**config.mk**
```make
export PLATFORM = sky130hd
export DESIGN_NAME = tcb_arbiter_flat
export DESIGN_NICKNAME = d
export VERILOG_FILES = /design/src/rtl/tcb_pkg.sv /design/src/rtl/tcb_if.sv /design/src/rtl/tcb_arbiter.sv /design/src/flat_wrapper.sv
export VERILOG_INCLUDE_DIRS = /design/src /design/src/rtl
export SDC_FILE = /design/constraint.sdc
export NUM_CORES = 1
export LEC_CHECK = 0
export BUFFER_PORTS_ARGS = -buffer_cell sky130_fd_sc_hd__buf_2
export CORE_AREA = 2 2 122 124
export CTS_CLUSTER_SIZE = 40
export DETAILED_ROUTE_END_ITERATION = 8
export DIE_AREA = 0 0 124 126
export GPL_ROUTABILITY_DRIVEN = 0
export PLACE_DENSITY = 0.43
export SLEW_MARGIN = 10
export SYNTH_ARGS = -nofsm -noshare
export SYNTH_HDL_FRONTEND = slang
export SYNTH_SLANG_ARGS = --single-unit
```
**constraint.sdc**
```tcl
create_clock -name clk -period 2 [get_ports clk]
set_clock_uncertainty 0.2 [all_clocks]
set_input_delay 0.4 -clock clk [delete_from_list [all_inputs] [get_ports clk]]
set_output_delay 0.4 -clock clk [all_outputs]
set_load 0.02 [all_outputs]
```
**src/rtl/tcb_params.svh**
```systemverilog
// bus widths, memory depth and response delay macros
`ifndef TCB_PARAMS_SVH
`define TCB_PARAMS_SVH

// address and data widths
`define TCB_ADR_W 32
`define TCB_DAT_W 32

// byte lanes and byte offset bits
`define TCB_BEN_W 4
`define TCB_OFF_W 2

// fixed response delay in cycles
`define TCB_DLY 1

// memory size in words
`define TCB_MEM_DEPTH 256

`endif
```
**src/rtl/tcb_pkg.sv**
```systemverilog
// tcb types: endianness, transfer size and arbiter state enums
package tcb_pkg;

  //////////////////////////////////////////////////
  // request attributes
  //////////////////////////////////////////////////

  // byte order of a transfer
  typedef enum logic {
    TCB_LITTLE = 1'b0,
    TCB_BIG    = 1'b1
  } tcb_endian_t;

  // log2 of transfer size in bytes
  typedef enum logic [1:0] {
    TCB_SIZE_1 = 2'd0,
    TCB_SIZE_2 = 2'd1,
    TCB_SIZE_4 = 2'd2
  } tcb_size_t;

  //////////////////////////////////////////////////
  // arbitration
  //////////////////////////////////////////////////

  // manager with priority on the next conflict
  typedef enum logic {
    ARB_PRI_0 = 1'b0,
    ARB_PRI_1 = 1'b1
  } arb_state_t;

endpackage

```
**src/rtl/tcb_if.sv**
```systemverilog
// tcb byte-enable bus interface with manager and subordinate modports
`timescale 1ns/1ns
`include "tcb_params.svh"

interface tcb_if;

  //////////////////////////////////////////////////
  // request
  //////////////////////////////////////////////////

  // handshake
  logic                  vld;
  logic                  rdy;
  // write enable, word address
  logic                  wen;
  logic [`TCB_ADR_W-1:0] adr;
  // lane enables and lane-placed write data
  logic [`TCB_BEN_W-1:0] ben;
  logic [`TCB_DAT_W-1:0] wdt;

  //////////////////////////////////////////////////
  // response
  //////////////////////////////////////////////////

  // valid TCB_DLY cycles after the transfer
  logic [`TCB_DAT_W-1:0] rdt;
  logic                  err;

  // requester side
  modport man (
    output vld, wen, adr, ben, wdt,
    input  rdy, rdt, err
  );

  // responder side
  modport sub (
    input  vld, wen, adr, ben, wdt,
    output rdy, rdt, err
  );

endinterface

```
**src/rtl/tcb_arbiter.sv**
```systemverilog
// two-to-one round-robin tcb arbiter with response routing
`timescale 1ns/1ns
`include "tcb_params.svh"

module tcb_arbiter (
  input  logic clk,
  input  logic arst_n,
  // requesters
  tcb_if.sub   sub0,
  tcb_if.sub   sub1,
  // shared responder
  tcb_if.man   man
);

  import tcb_pkg::*;

  // round-robin priority
  arb_state_t pri;
  // granted requester, 1 selects sub1
  logic       sel;
  logic       trn;
  // owner of each pending response
  logic       own [`TCB_DLY];
  logic       rsp_own;

  //////////////////////////////////////////////////
  // grant
  //////////////////////////////////////////////////

  always_comb begin
    // conflict resolved by priority, else any valid one
    if (sub0.vld && sub1.vld) begin
      sel = (pri == ARB_PRI_1);
    end else begin
      sel = sub1.vld;
    end
  end

  // request mux
  assign man.vld = sel ? sub1.vld : sub0.vld;
  assign man.wen = sel ? sub1.wen : sub0.wen;
  assign man.adr = sel ? sub1.adr : sub0.adr;
  assign man.ben = sel ? sub1.ben : sub0.ben;
  assign man.wdt = sel ? sub1.wdt : sub0.wdt;

  // only the winner sees ready
  assign sub0.rdy = man.rdy & ~sel;
  assign sub1.rdy = man.rdy &  sel;

  assign trn = man.vld & man.rdy;

  // priority passes to the loser after each grant
  always_ff @(posedge clk or negedge arst_n) begin
    if (!arst_n) begin
      pri <= ARB_PRI_0;
    end else if (trn) begin
      pri <= sel ? ARB_PRI_0 : ARB_PRI_1;
    end
  end

  //////////////////////////////////////////////////
  // response routing
  //////////////////////////////////////////////////

  always_ff @(posedge clk or negedge arst_n) begin
    if (!arst_n) begin
      for (int i = 0; i < `TCB_DLY; i++) begin
        own[i] <= 1'b0;
      end
    end else begin
      if (trn) begin
        own[0] <= sel;
      end
      for (int i = 1; i < `TCB_DLY; i++) begin
        own[i] <= own[i-1];
      end
    end
  end

  assign rsp_own = own[`TCB_DLY-1];

  // data and error back to the transfer owner
  assign sub0.rdt = rsp_own ? '0 : man.rdt;
  assign sub1.rdt = rsp_own ? man.rdt : '0;
  assign sub0.err = man.err & ~rsp_own;
  assign sub1.err = man.err &  rsp_own;

endmodule

```
**src/flat_wrapper.sv**
```systemverilog
// flat-port wrapper written by rule: the top's interface ports become plain ports
module tcb_arbiter_flat import tcb_pkg::*;
  (clk, arst_n, sub0_vld, sub0_wen, sub0_adr, sub0_ben, sub0_wdt, sub0_rdy, sub0_rdt, sub0_err, sub1_vld, sub1_wen, sub1_adr, sub1_ben, sub1_wdt, sub1_rdy, sub1_rdt, sub1_err, man_vld, man_wen, man_adr, man_ben, man_wdt, man_rdy, man_rdt, man_err);
  tcb_if sub0_i ();
  tcb_if sub1_i ();
  tcb_if man_i ();
  input  logic clk;
  input  logic arst_n;
  input wire logic [$bits(sub0_i.vld)-1:0] sub0_vld;
  input wire logic [$bits(sub0_i.wen)-1:0] sub0_wen;
  input wire logic [$bits(sub0_i.adr)-1:0] sub0_adr;
  input wire logic [$bits(sub0_i.ben)-1:0] sub0_ben;
  input wire logic [$bits(sub0_i.wdt)-1:0] sub0_wdt;
  output wire logic [$bits(sub0_i.rdy)-1:0] sub0_rdy;
  output wire logic [$bits(sub0_i.rdt)-1:0] sub0_rdt;
  output wire logic [$bits(sub0_i.err)-1:0] sub0_err;
  input wire logic [$bits(sub1_i.vld)-1:0] sub1_vld;
  input wire logic [$bits(sub1_i.wen)-1:0] sub1_wen;
  input wire logic [$bits(sub1_i.adr)-1:0] sub1_adr;
  input wire logic [$bits(sub1_i.ben)-1:0] sub1_ben;
  input wire logic [$bits(sub1_i.wdt)-1:0] sub1_wdt;
  output wire logic [$bits(sub1_i.rdy)-1:0] sub1_rdy;
  output wire logic [$bits(sub1_i.rdt)-1:0] sub1_rdt;
  output wire logic [$bits(sub1_i.err)-1:0] sub1_err;
  output wire logic [$bits(man_i.vld)-1:0] man_vld;
  output wire logic [$bits(man_i.wen)-1:0] man_wen;
  output wire logic [$bits(man_i.adr)-1:0] man_adr;
  output wire logic [$bits(man_i.ben)-1:0] man_ben;
  output wire logic [$bits(man_i.wdt)-1:0] man_wdt;
  input wire logic [$bits(man_i.rdy)-1:0] man_rdy;
  input wire logic [$bits(man_i.rdt)-1:0] man_rdt;
  input wire logic [$bits(man_i.err)-1:0] man_err;
  assign sub0_i.vld = sub0_vld;
  assign sub0_i.wen = sub0_wen;
  assign sub0_i.adr = sub0_adr;
  assign sub0_i.ben = sub0_ben;
  assign sub0_i.wdt = sub0_wdt;
  assign sub0_rdy = sub0_i.rdy;
  assign sub0_rdt = sub0_i.rdt;
  assign sub0_err = sub0_i.err;
  assign sub1_i.vld = sub1_vld;
  assign sub1_i.wen = sub1_wen;
  assign sub1_i.adr = sub1_adr;
  assign sub1_i.ben = sub1_ben;
  assign sub1_i.wdt = sub1_wdt;
  assign sub1_rdy = sub1_i.rdy;
  assign sub1_rdt = sub1_i.rdt;
  assign sub1_err = sub1_i.err;
  assign man_vld = man_i.vld;
  assign man_wen = man_i.wen;
  assign man_adr = man_i.adr;
  assign man_ben = man_i.ben;
  assign man_wdt = man_i.wdt;
  assign man_i.rdy = man_rdy;
  assign man_i.rdt = man_rdt;
  assign man_i.err = man_err;
  tcb_arbiter u_core (.clk(clk), .arst_n(arst_n), .sub0(sub0_i), .sub1(sub1_i), .man(man_i));
endmodule
```
==> run metrics <==
critical path's largest stage delay 0.37 ns; min-delay src man_rdy; maximum root-to-sink buffer count 2; worst setup path class flip-flop to output pin; fin cells 663; die area 15600 um2; Slew Limit Fails 0; Clock transition at path regs 0.03 ns; critical path arrival 1.59 ns; Layout fillers 1538; Synth Register Bits 2; wire per inst 13.0 um; Clk Latency, worst-skew pair 0.22 ns; Max Freq 456 MHz; Nets 657; drt via density 3.70; critical path startpoint u_core.pri; final wirelength 8600 um; # IOs 314; Cells after Synth 160; Hold Path Depth 2; status complete, but fails checks; crit path capture type output pin; Ant. Diodes 0; share of layout cells above drive strength 1 0.846; DP Wirelength 7020 um; P&R area growth vs syn 136%; final hold violations 0; setup slack, reg-to-reg 0.75 ns; CTS Sinks 2; # DRC 0; pin count of the biggest net entering global routing 68; vias post-DR 2452; first-pass GRT wire length 11500 um; Detail Route Antenna Nets 0; drt first-iter violations 26; gr ovfl total 0; Reg2Reg Launch Point u_core.pri; failing checks setup timing; Critical Path Start Type flip-flop; Port-buffer cells 313; Mapped Avg Cell Area 10.4 um2; GRT Overall Usage 0.0939; Chip Height 126 um; placed insts 652; RSZ-0062 raised after global routing true; Max-cap violations 0; worst hold path type input port to flip-flop; Core ar. 14300 um2; Final setup viols 69; CP Max Fanout 8; Synth cell types 14; Clk Tree Root Cell clkbuf_16; Fin Hold WS 0.243 ns; row cnt 44; pwr dens 486 nW/um2; Initial Utilization 0.116; Post-Syn Area 1670 um2; minimum clock period after layout 2.19 ns; Die W 124 um; fin crit share 1.10; Final Cell Area 3940 um2; Setup WS post-layout -0.192 ns; worst-case reg-to-reg path depth 3; post-placement worst setup slack -0.0876 ns; Slew @ Worst Pin 0.225 ns; Leakage 2.34 nW; vias in the first global route 2279; TritonCTS clock tree yes; Worst slew margin 0.850; Crit-path slowest cell dfrtp_1; sequential-to-total area share from yosys stat 0.0301; cell family with the largest share of critical-path delay buffers and inverters; DR pass1 iterations 4; final setup TNS -10.31 ns; crit path buf inv count 3; Critical Path RT 1.40 ns; Critical R2R Capture u_core.own; CTS Buf Count 3; Synth Net Count 336; area of placed instances 3450 um2; yosys warns 0; CP Cell Sequence nand2b_4 > nand2_8 > buf_12 > buf_16 > mux2_4 > buf_6; htree depth 1; initial antenna violation count 0; Hold EP u_core.pri; Max rail drop VDD 215 uV
==> through the flow <==
stage,util,power [mW]
2_1_floorplan,-,0.943
6_report,0.275,1.91
5_1_grt,0.275,2.03
3_5_place_dp,0.241,1.43
4_1_cts,0.276,1.94
3_3_place_gp,0.241,1.43
==> cell usage in the layout, fill, tap and decap left out <==
cell type / count
a21o_1: 1
a21oi_1: 1
a31oi_1: 1
and2_1: 33
and2_4: 1
and3_1: 1
buf_12: 5
buf_16: 2
buf_2: 278
buf_4: 3
buf_6: 39
clkbuf_16: 4
dfrtp_1: 2
dlygate4sd3_1: 1
mux2_4: 69
nand2_1: 1
nand2_4: 1
nand2_8: 1
nand2b_4: 1
nor2b_1: 33
or2_2: 1
==> worst register-to-register path, stage by stage, from the launching register on <==
cell      delay (ns)
dfrtp_1         0.37
nand2b_4        0.19
and3_1          0.22
a21o_1          0.15
==> layer usage <==
metal / part of all wire / global-route usage / vias up
met5: 0 / 0 / -
met4: 0.010 / 0.0212 / 0
met3: 0.073 / 0.00906 / 12
met2: 0.54 / 0.184 / 150
met1: 0.38 / 0.107 / 1109
li1: - / - / 1181
==> worst max-delay path by stage <==
stage	endpoint	slack, ns	cells past startpoint
final	man_wdt[12]	-0.19	6
after global routing	man_wdt[12]	-0.25	6
after CTS	man_wdt[18]	-0.22	6
after detailed placement	man_adr[2]	-0.09	6
after global placement	man_wdt[17]	-0.06	6
after floorplan	man_adr[0]	0.20	4
==> report_power, final <==
part	switching, mW	internal [mW]	total, mW
clock	0.0467	0.254	0.301
combinational	0.773	0.786	1.56
sequential	0.00480	0.0480	0.0528
==> area by class of cell <==
class | instances | area, um2 | area share
Clock buffer | 3 | 75.1 | 0.0191
Timing Repair Buffer | 329 | 2040 | 0.519
Sequential cell | 2 | 50.0 | 0.0127
Multi-Input combinational cell | 145 | 1540 | 0.391
Tap cell | 184 | 230 | 0.0585
==> registers in the layout, indices dropped and copies added, names as in the netlist <==
register,flops
u_core.own,1
u_core.pri,1
==> kinds of logic after synthesis <==
kind of cell	count (synthesis)	share of synthesized area
and+or+nand+nor	72	0.273
DFF	2	0.0301
AOI/OAI and AO/OA	3	0.0113
muxes	69	0.622
buffers and inverters	14	0.0631
==> cells in the mapped netlist (all sizes together) <==
master | count | area share
mux2 | 69 | 0.62
and2 | 34 | 0.13
nor2b | 33 | 0.12
buf | 7 | 0.047
clkbuf | 7 | 0.016
dfrtp | 2 | 0.030
nand2 | 2 | 0.0090
a21o | 1 | 0.0045
a21oi | 1 | 0.0030
a31oi | 1 | 0.0038
and3 | 1 | 0.0038
nand2b | 1 | 0.0053
or2 | 1 | 0.0038
==> repair_timing <==
item / CTS / global route
pin swaps: 1 / 0
setup buffers: 4 / 0
endpoints found under the setup margin: 70 / 70
hold buffers: 1 / 0
hold endpoints to repair: 2 / 0
cloned: 3 / 2
gates resized for setup: 82 / 2
(Power assumes the default switching activity.)
