===== config.mk =====
export PLATFORM = sky130hd
export DESIGN_NAME = tcb_logsize2byteena_flat
export DESIGN_NICKNAME = d
export VERILOG_FILES = /design/src/rtl/tcb_pkg.sv /design/src/rtl/tcb_if.sv /design/src/rtl/tcb_logsize2byteena.sv /design/src/flat_wrapper.sv
export VERILOG_INCLUDE_DIRS = /design/src /design/src/rtl
export SDC_FILE = /design/constraint.sdc
export NUM_CORES = 1
export LEC_CHECK = 0
export BUFFER_PORTS_ARGS = -buffer_cell sky130_fd_sc_hd__buf_4
export CELL_PAD_IN_SITES_DETAIL_PLACEMENT = 0
export CELL_PAD_IN_SITES_GLOBAL_PLACEMENT = 2
export CORE_UTILIZATION = 17
export CTS_CLUSTER_DIAMETER = 40
export DETAILED_ROUTE_END_ITERATION = 16
export HOLD_SLACK_MARGIN = 0.12
export PLACE_DENSITY_LB_ADDON = 0.1
export REMOVE_ABC_BUFFERS = 1
export SYNTH_ARGS = -nofsm -noshare
export SYNTH_HDL_FRONTEND = slang
export SYNTH_SLANG_ARGS = --single-unit

===== constraint.sdc =====
create_clock -name clk -period 1.45 [get_ports clk]
set_input_delay 0.145 -clock clk [delete_from_list [all_inputs] [get_ports clk]]
set_output_delay 0.145 -clock clk [all_outputs]
set_load 0.02 [all_outputs]

===== src/rtl/tcb_params.svh =====
// bus widths, memory depth and response delay macros
`ifndef TCB_PARAMS_SVH
`define TCB_PARAMS_SVH

// address and data widths
`define TCB_ADR_W 32
`define TCB_DAT_W 32

// byte lanes and byte offset bits
`define TCB_BEN_W 4
`define TCB_OFF_W 2

// fixed response delay in cycles
`define TCB_DLY 1

// memory size in words
`define TCB_MEM_DEPTH 256

`endif

===== src/rtl/tcb_pkg.sv =====
// tcb types: endianness, transfer size and arbiter state enums
package tcb_pkg;

  //////////////////////////////////////////////////
  // request attributes
  //////////////////////////////////////////////////

  // byte order of a transfer
  typedef enum logic {
    TCB_LITTLE = 1'b0,
    TCB_BIG    = 1'b1
  } tcb_endian_t;

  // log2 of transfer size in bytes
  typedef enum logic [1:0] {
    TCB_SIZE_1 = 2'd0,
    TCB_SIZE_2 = 2'd1,
    TCB_SIZE_4 = 2'd2
  } tcb_size_t;

  //////////////////////////////////////////////////
  // arbitration
  //////////////////////////////////////////////////

  // manager with priority on the next conflict
  typedef enum logic {
    ARB_PRI_0 = 1'b0,
    ARB_PRI_1 = 1'b1
  } arb_state_t;

endpackage


===== src/rtl/tcb_if.sv =====
// tcb byte-enable bus interface with manager and subordinate modports
`timescale 1ns/1ns
`include "tcb_params.svh"

interface tcb_if;

  //////////////////////////////////////////////////
  // request
  //////////////////////////////////////////////////

  // handshake
  logic                  vld;
  logic                  rdy;
  // write enable, word address
  logic                  wen;
  logic [`TCB_ADR_W-1:0] adr;
  // lane enables and lane-placed write data
  logic [`TCB_BEN_W-1:0] ben;
  logic [`TCB_DAT_W-1:0] wdt;

  //////////////////////////////////////////////////
  // response
  //////////////////////////////////////////////////

  // valid TCB_DLY cycles after the transfer
  logic [`TCB_DAT_W-1:0] rdt;
  logic                  err;

  // requester side
  modport man (
    output vld, wen, adr, ben, wdt,
    input  rdy, rdt, err
  );

  // responder side
  modport sub (
    input  vld, wen, adr, ben, wdt,
    output rdy, rdt, err
  );

endinterface


===== src/rtl/tcb_logsize2byteena.sv =====
// log-size to byte-enable converter with response offset/endianness delay line
`timescale 1ns/1ns
`include "tcb_params.svh"

module tcb_logsize2byteena (
  input  logic                  clk,
  input  logic                  arst_n,
  // log-size request
  input  logic                  vld,
  input  logic                  wen,
  input  logic [`TCB_ADR_W-1:0] adr,
  input  tcb_pkg::tcb_size_t    siz,
  input  tcb_pkg::tcb_endian_t  ndn,
  input  logic [`TCB_DAT_W-1:0] wdt,
  output logic                  rdy,
  // response
  output logic [`TCB_DAT_W-1:0] rdt,
  output logic                  err,
  // byte-enable side
  tcb_if.man                    man
);

  import tcb_pkg::*;

  // byte offset inside the word
  logic [`TCB_OFF_W-1:0]             req_off;
  logic [`TCB_OFF_W-1:0]             rsp_off;
  tcb_endian_t                       rsp_ndn;
  // enables and data, per byte
  logic [`TCB_BEN_W-1:0]             req_ben;
  logic [`TCB_BEN_W-1:0]             lane_ben;
  logic [`TCB_BEN_W-1:0][7:0]        req_wdt;
  logic [`TCB_BEN_W-1:0][7:0]        lane_wdt;
  logic [`TCB_BEN_W-1:0][7:0]        lane_rdt;
  logic [`TCB_BEN_W-1:0][7:0]        rsp_rdt;
  // transfer strobe
  logic                              trn;
  // response delay line
  logic                              dly_vld [`TCB_DLY];
  logic [`TCB_OFF_W-1:0]             dly_off [`TCB_DLY];
  tcb_endian_t                       dly_ndn [`TCB_DLY];

  //////////////////////////////////////////////////
  // request
  //////////////////////////////////////////////////

  assign trn     = vld & rdy;
  assign req_off = adr[`TCB_OFF_W-1:0];
  assign req_wdt = wdt;

  // handshake and command straight through
  assign man.vld = vld;
  assign man.wen = wen;
  assign rdy     = man.rdy;

  // word aligned address
  assign man.adr = {adr[`TCB_ADR_W-1:`TCB_OFF_W], {`TCB_OFF_W{1'b0}}};

  // low 2**siz bytes active
  always_comb begin
    for (int k = 0; k < `TCB_BEN_W; k++) begin
      req_ben[k] = (k < (1 << int'(siz)));
    end
  end

  // rotate bytes into the addressed lanes
  always_comb begin
    logic [`TCB_OFF_W-1:0] lane;
    lane_ben = '0;
    lane_wdt = '0;
    for (int k = 0; k < `TCB_BEN_W; k++) begin
      // big endian walks down from the offset
      if (ndn == TCB_BIG) begin
        lane = req_off - `TCB_OFF_W'(k);
      end else begin
        lane = req_off + `TCB_OFF_W'(k);
      end
      lane_ben[lane] = req_ben[k];
      lane_wdt[lane] = req_wdt[k];
    end
  end

  assign man.ben = lane_ben;
  assign man.wdt = lane_wdt;

  //////////////////////////////////////////////////
  // response delay line
  //////////////////////////////////////////////////

  // stage valid bits
  always_ff @(posedge clk or negedge arst_n) begin
    if (!arst_n) begin
      for (int i = 0; i < `TCB_DLY; i++) begin
        dly_vld[i] <= 1'b0;
      end
    end else begin
      dly_vld[0] <= trn;
      for (int i = 1; i < `TCB_DLY; i++) begin
        dly_vld[i] <= dly_vld[i-1];
      end
    end
  end

  // offset and endianness captured at the handshake
  always_ff @(posedge clk) begin
    if (trn) begin
      dly_off[0] <= req_off;
      dly_ndn[0] <= ndn;
    end
    for (int i = 1; i < `TCB_DLY; i++) begin
      dly_off[i] <= dly_off[i-1];
      dly_ndn[i] <= dly_ndn[i-1];
    end
  end

  assign rsp_off = dly_off[`TCB_DLY-1];
  assign rsp_ndn = dly_ndn[`TCB_DLY-1];

  //////////////////////////////////////////////////
  // response
  //////////////////////////////////////////////////

  assign lane_rdt = man.rdt;

  // inverse of the request rotation
  always_comb begin
    logic [`TCB_OFF_W-1:0] lane;
    for (int k = 0; k < `TCB_BEN_W; k++) begin
      if (rsp_ndn == TCB_BIG) begin
        lane = rsp_off - `TCB_OFF_W'(k);
      end else begin
        lane = rsp_off + `TCB_OFF_W'(k);
      end
      rsp_rdt[k] = lane_rdt[lane];
    end
  end

  assign rdt = rsp_rdt;
  // error only for a response that belongs to a transfer
  assign err = dly_vld[`TCB_DLY-1] & man.err;

endmodule


===== src/flat_wrapper.sv =====
// flat-port wrapper written by rule: the top's interface ports become plain ports
module tcb_logsize2byteena_flat import tcb_pkg::*;
  (clk, arst_n, vld, wen, adr, siz, ndn, wdt, rdy, rdt, err, man_vld, man_wen, man_adr, man_ben, man_wdt, man_rdy, man_rdt, man_err);
  tcb_if man_i ();
  input  logic clk;
  input  logic arst_n;
  input  logic vld;
  input  logic wen;
  input  logic [`TCB_ADR_W-1:0] adr;
  input  tcb_pkg::tcb_size_t siz;
  input  tcb_pkg::tcb_endian_t ndn;
  input  logic [`TCB_DAT_W-1:0] wdt;
  output logic rdy;
  output logic [`TCB_DAT_W-1:0] rdt;
  output logic err;
  output wire logic [$bits(man_i.vld)-1:0] man_vld;
  output wire logic [$bits(man_i.wen)-1:0] man_wen;
  output wire logic [$bits(man_i.adr)-1:0] man_adr;
  output wire logic [$bits(man_i.ben)-1:0] man_ben;
  output wire logic [$bits(man_i.wdt)-1:0] man_wdt;
  input wire logic [$bits(man_i.rdy)-1:0] man_rdy;
  input wire logic [$bits(man_i.rdt)-1:0] man_rdt;
  input wire logic [$bits(man_i.err)-1:0] man_err;
  assign man_vld = man_i.vld;
  assign man_wen = man_i.wen;
  assign man_adr = man_i.adr;
  assign man_ben = man_i.ben;
  assign man_wdt = man_i.wdt;
  assign man_i.rdy = man_rdy;
  assign man_i.rdt = man_rdt;
  assign man_i.err = man_err;
  tcb_logsize2byteena u_core (.clk(clk), .arst_n(arst_n), .vld(vld), .wen(wen), .adr(adr), .siz(siz), .ndn(ndn), .wdt(wdt), .rdy(rdy), .rdt(rdt), .err(err), .man(man_i));
endmodule

==> impl_summary.md, run 1 <==
Global route
The global route total overflow is 0. The initial antenna violation count was 0. The via count of the first global-routing pass came to approximately 2,200. The global-route wire length before repair is approximately 12 mm. The maximum number of pins on one net before global-route repair is 17. For this run, the total global-route usage over all layers was measured as 0.119.

Yosys
The synthesized design contains 4 register bits. Of the synthesized area, sequential elements account for 0.0575. The cell count after synthesis came out at roughly 170.

The number of warnings printed during yosys synthesis is 0. Summed over all instances, the cell type with the most area after synthesis is mux4_2. The number of library cell types mapped by synthesis is 25.

After synthesis, the cell types taking the most area are mux4_2 (36%), mux2i_1 (31%), buf_4 (14%). Summing every instance area after synthesis gives 2000 um2. Of the post-synthesis cell area, the dominant cell type holds 0.360. The mean instance size in the synthesized netlist is between 10 and 15 um2.

STA
Summed over all failing endpoints, the final setup total negative slack is -11,130 ps. The smallest clock period supported by the final layout is computed as between 1500 and 2000 ps. The count of final hold-check violations came to 0. Derived from the worst setup path, the maximum achievable clock frequency is around 540 MHz. The fraction of the cycle the final worst path needs is 1.29. The final critical-path setup slack is -418 ps. Setup violations remaining at the end of the flow were counted as 32. The final count of pins violating max slew is 0. Setup repair after global routing could not meet its margin everywhere.

Detailed routing
The first detailed-routing pass ran for 4 iterations. The total DRC errors in the routed layout is 0. Using the TritonRoute via totals, the vias-per-cell ratio works out to 4.54. The sum of routed wire length over all layers is between 7 and 8 mm. The DRC violation total after the first TritonRoute iteration is 94. The detail route stage leaves a number of antenna-violating nets equal to 0. The via count is about 2,000. After detailed routing, the average wire length per cell comes to between 15 and 20 um.

Critical path
The startpoint of the worst setup timing path is u_core.dly_off[0][1]. The most frequent cell on the critical path is buf_6. The data arrival time of the critical path is between 1500 and 2000 ps. The setup path with the least slack is of type reg2out.

The endpoint type of the worst setup path is a primary output. In this design, the largest share of critical-path delay is due to multiplexers. Together, buffers and inverters on the worst path number 3. The stage delay of the slowest cell on the critical path is slightly above 500 ps.

The critical path startpoint category is a register. The slowest stage of the critical path belongs to the cell mux4_2. The maximum fanout count along the critical path is 8. Traced cell by cell, the critical path runs through buf_6, xor2_4, buf_12, mux4_2, buf_6. The required time at the worst-slack endpoint is approximately 1300 ps.

Pwr
The worst vdd rail ir drop is around 0.31 mV. The reported leakage power is around 0.0017 uW. Power spread over the standard cell area amounts to 652 nW/um2.

Placed design
The count of buffers from port buffering is 144. The post-placement cell area is between 3000 and 4000 um2. The HPWL reported at the end of detailed placement is ~6 mm. The final weighted congestion in routability-driven placement is between 0.7 and 0.8.

Floorplan
The die covers between 10,000 and 15,000 um2. After floorplanning, the core was sized to cover 11,500 um2. The initial utilization of the core area, before any placement, comes to 0.175.

Measured along the y axis, the die boundary spans 111 um. The floorplan step set the die width to roughly 110 um. The number of cell rows is 39. 209 I/O pins were placed.

Final layout
The total inserted antenna cells is 0. In the final layout, the share of cells above drive strength 1 is 0.713. The final layout contains slightly above 400 nets. The most common library cell in the layout ignoring fill and taps is buf_4. The finished cells cover 3490 um2. In the layout the commonest cells are buf_4 (132), mux2i_1 (61), mux4_2 (32), buf_6 (32), buf_12 (7). The layout overhead on the synthesized area is 74.5%.

Clock network
The total clock buffers created by CTS is 3. The clock transition at the registers of the reported paths is around 30 ps. The number of clock sinks is 4. The TritonCTS clock tree is done. The root buffer cell chosen for the clock tree is clkbuf_16. The H-tree level count is 1. The deepest clock path buffer count is 2.

Worst hold path
The type of the tightest min-delay check is in2reg. The startpoint of the tightest hold check path is ndn.

Status
The flow ran to the end, but the final reports show violations. The checks that failed: setup timing.

Flow run
The max-capacitance violation count is 0.
## state kept, by name (all words and copies together), names as in the netlist
register / cells
u_core.dly_off: 2
u_core.dly_ndn: 1
u_core.dly_vld: 1
## report_power, final
group	internal (uW)	switching (uW)
registers	133	6.19
clock network	363	76.2
logic	912	789
total	1410	872
## cells in the mapped netlist, drive strengths merged
master  number
xnor2        2
edfxtp       3
inv          2
a221o        3
nand2        2
nand2b       1
conb         1
o21ai        2
a211o        1
nor2b        1
xor2         2
mux2         1
mux2i       62
a21oi        2
buf         45
nand3b       1
and2         2
a211oi       2
dfrtp        1
mux4        32
clkbuf       4
nor2         1
## cell type report
cell class,instances,area [um2]
Tap cell,143,179
Timing Repair Buffer,174,1560
Clock buffer,4,78.8
Sequential cell,4,115
Fill cell,1185,7970
Multi-Input combinational cell,119,1560
Inverter,2,7.51
## metrics by stage
| step | utilization | setup slack [ps] | total power [uW] | hold WS (ps) | std cells |
|---|---|---|---|---|---|
| 6_report | 0.305 | -418 | 2280 | 220 | 446 |
| 5_1_grt | 0.305 | -513 | 2400 | 233 | 446 |
| 4_1_cts | 0.301 | -437 | 2290 | 225 | 441 |
| 3_5_place_dp | 0.273 | -223 | 1710 | -78.5 | 429 |
| 3_3_place_gp | 0.273 | -223 | 1730 | -79.4 | 429 |
| 2_1_floorplan | - | -663 | 944 | -151 | 125 |
## final timing paths
kind	endpoint	slack (ps)	cells after the start
min in group asynchronous	u_core.dly_vld	240	2
worst min-delay path	u_core.dly_ndn[0]	220	1
worst max-delay path	rdt[14]	-420	5
max in group asynchronous	u_core.dly_vld	1130	2
## timing repair
item | in CTS | in global routing
gates resized for setup | 35 | 4
buffers inserted | 5 | 7
gates cloned | 3 | 0
hold endpoints to repair | 1 | 0
hold buffers | 1 | 0
setup endpoints to repair | 32 | 34
## metal layers
metal	vias to the layer above	track usage	wire length (um)
met1	955	0.142	3040
met5	-	0.0333	27
met2	155	0.188	3410
li1	910	-	-
met3	2	0.0686	1110
met4	2	0.0133	2
## cell families after synthesis
logic type / Yosys count / synth area share
and+or+nand+nor: 8 / 0.0219
muxes: 95 / 0.675
DFF: 4 / 0.0575
other: 1 / 0.00187
buffers and inverters: 51 / 0.169
xor gates and xnor gates: 4 / 0.0381
AOI/OAI and AO/OA: 10 / 0.0369
Power figures use the tool's default switching activity.
==> run 2, diff against run 1 <==
CORE_ASPECT_RATIO = 0.8   (was unset)
RECOVER_POWER = 50   (was unset)
==> impl_summary.md, run 2 (synthesis gave the netlist of run 1 again) <==
Status
The flow ran to the end, but the final reports show violations. The final reports fail on setup timing.

Final layout
The repair_antennas step left the layout with diodes totalling 0. The layout overhead on the synthesized area is 71.6%. In the layout the commonest cells are buf_4 (121), mux2i_1 (60), buf_6 (38). In the final layout, the registers with the most flip-flops are u_core.dly_off: 2 flops, u_core.dly_ndn: 1 flops, u_core.dly_vld: 1 flops. The total number of nets in the final design is around 400.

The count of cells in the finished layout, fillers not included, comes to 446. The register with the most flip-flops in the layout has 2 of them. The register with the most flip-flops in the final layout is u_core.dly_off. With fillers left out, the area of the finished cells amounts to ~3400 um2.

The most common library cell in the layout ignoring fill and taps is buf_4. Of the cells placed in the final design, the portion with a size suffix greater than 1 is 0.705.

Worst hold path
The type of the tightest min-delay check is in2async.

Floorplan
During I/O placement, the number of pins put on the boundary was roughly 210. The die covers 12,200 um2. The number of cell rows is 35. In this run the horizontal extent of the chip is around 120 um. Measured along the y axis, the die boundary spans 99.1 um. The initial core utilization is 0.174. The area of the core is 11,500 um2.

Pwr
The share of total power in combinational logic is 0.740. The total power density per cell area is roughly 660 nW/um2. The reported leakage power is approximately 0.0016 uW.

The part of the power in registers is 0.063. The switching power summed over all nets is 886 uW. Of the total power, the share spent switching nets is 0.388. Of the total power, the clock network draws 0.198. The worst vdd rail ir drop is 0.242 mV. The cell-internal power is between 1000 and 1500 uW.

Clock network
The number of clock sinks is 4. The total clock buffers created by CTS is 3. CTS built an H-tree with a depth of 1. The deepest clock path buffer count is 2. The root buffer cell is clkbuf_16. The clock transition at the registers of the reported paths is about 30 ps.

TritonCTS built the clock tree.

Detailed routing
The sum of routed wire length over all layers is about 8.4 mm. The post-detailed-route via-to-cell ratio is 4.43. Once detail routing completed, the nets flagged for antenna violations numbered 0.

The total DRC errors in the routed layout is 0. Before antenna repair, the detailed router went through 4 iterations. The first routing iteration left 83 violations. Detailed routing inserted a total of between 1,500 and 2,000 vias. Dividing the detail-routed wire length by the instance count gives around 19 um.

Critical path
By instance count, the cell type seen most on the critical path is buf_6. The slowest stage of the critical path is the mux4_2 cell. The category of cells accounting for the largest share of critical-path delay is multiplexers. The type of the worst setup path is reg2out.

The critical path goes through buf_6, xnor2_4, mux4_2, buf_6. For this run, the slowest stage of the critical path takes around 530 ps. The number of buffer and inverter stages on the critical path is 2. Of all nets on the critical path, the largest fanout is 3. The critical path startpoint category is a register. The data arrival time of the critical path is around 1800 ps. STA classifies the critical path endpoint as a primary output. Data on the critical path is required at its endpoint by between 1000 and 1500 ps.

Global route
After global routing the overflow that remains totals 0. The global-route wire length before repair is approximately 12 mm. The via count of the first global-routing pass is slightly above 2,000. The initial antenna violation count is 0.

The maximum number of pins on one net before global-route repair is 25. Across every metal layer, demand over resource in global routing totals 0.131.

Flow run
Across the run, the number of max-cap violations was 0.

Placed design
At the end of routability-driven placement, the weighted congestion stood at around 0.7. The HPWL reported at the end of detailed placement is 7.15 mm. During placement, the flow inserted port buffers numbering roughly 140. Summing all placed instances gives a cell area of 3130 um2. The number of placed instances, taps included, is about 440. The setup slack after placement is -276 ps.

STA
The fraction of the cycle the final worst path needs is 1.31. Setup repair after global routing could not meet its margin everywhere. The clock period minus final worst setup slack is ~1900 ps.

The final critical-path setup slack is -452 ps. The upper clock frequency limit is 526 MHz. The final count of pins violating max slew is 0. Setup violations remaining at the end of the flow were counted as 32.

The count of final hold-check violations came to 0.
==> run 2: cell types whose count changed in the layout (fill, tap and decap cells not counted), sizes merged <==
cell	before	now
clkbuf	4	7
buf	173	165
==> run 2: power groups by stage <==
stage               sequential (uW)  combinational, uW  clock, uW
floorplan                       171                773          0
global placement                144               1580          0
detailed placement              145               1560          0
CTS                             145               1700        461
global route                    144               1790        470
finish                          143               1690        451
==> run 2: worst max-delay path by stage <==
stage	start	endpoint	cells after the start
after floorplan	u_core.dly_off[0][0]	rdt[0]	1
after global placement	u_core.dly_off[0][1]	rdt[30]	5
after detailed placement	u_core.dly_off[0][1]	rdt[24]	5
after CTS	u_core.dly_ndn[0]	rdt[8]	4
after global routing	u_core.dly_ndn[0]	rdt[9]	4
final	u_core.dly_off[0][1]	rdt[31]	4
==> run 2: repair_timing <==
| action | CTS | global route |
|---|---|---|
| setup endpoints to repair | 32 | 44 |
| resized for setup | 42 | 4 |
| hold buffers | 1 | 0 |
| endpoints found under the hold margin | 1 | 0 |
| buffers inserted | 2 | 1 |
| pin swaps | 0 | 1 |
| cloned | 1 | 0 |
==> run 2: metal layers <==
metal,global-route usage,vias to the layer above,share of wire
met2,0.188,97,0.46
li1,-,905,-
met4,0.0278,2,0.0075
met1,0.170,968,0.42
met3,0.0682,6,0.11
met5,0.0333,-,0.0053
==> run 2: through the flow <==
stage | hold slack [ps] | TNS (ps) | utilization | power, uW
after floorplan | -151 | -19570 | - | 944
after global routing | 286 | -12840 | 0.299 | 2400
after detailed placement | -78.2 | -5890 | 0.272 | 1710
final | 273 | -11210 | 0.299 | 2280
after global placement | -79.5 | -5360 | 0.272 | 1730
after CTS | 261 | -12080 | 0.297 | 2310
==> run 2: final cells by class <==
type	instances	area [um2]
Fill cell	1199	8080
Timing Repair Buffer	169	1480
Inverter	2	7.51
Multi-Input combinational cell	119	1570
Tap cell	148	185
Clock buffer	4	78.8
Sequential cell	4	115
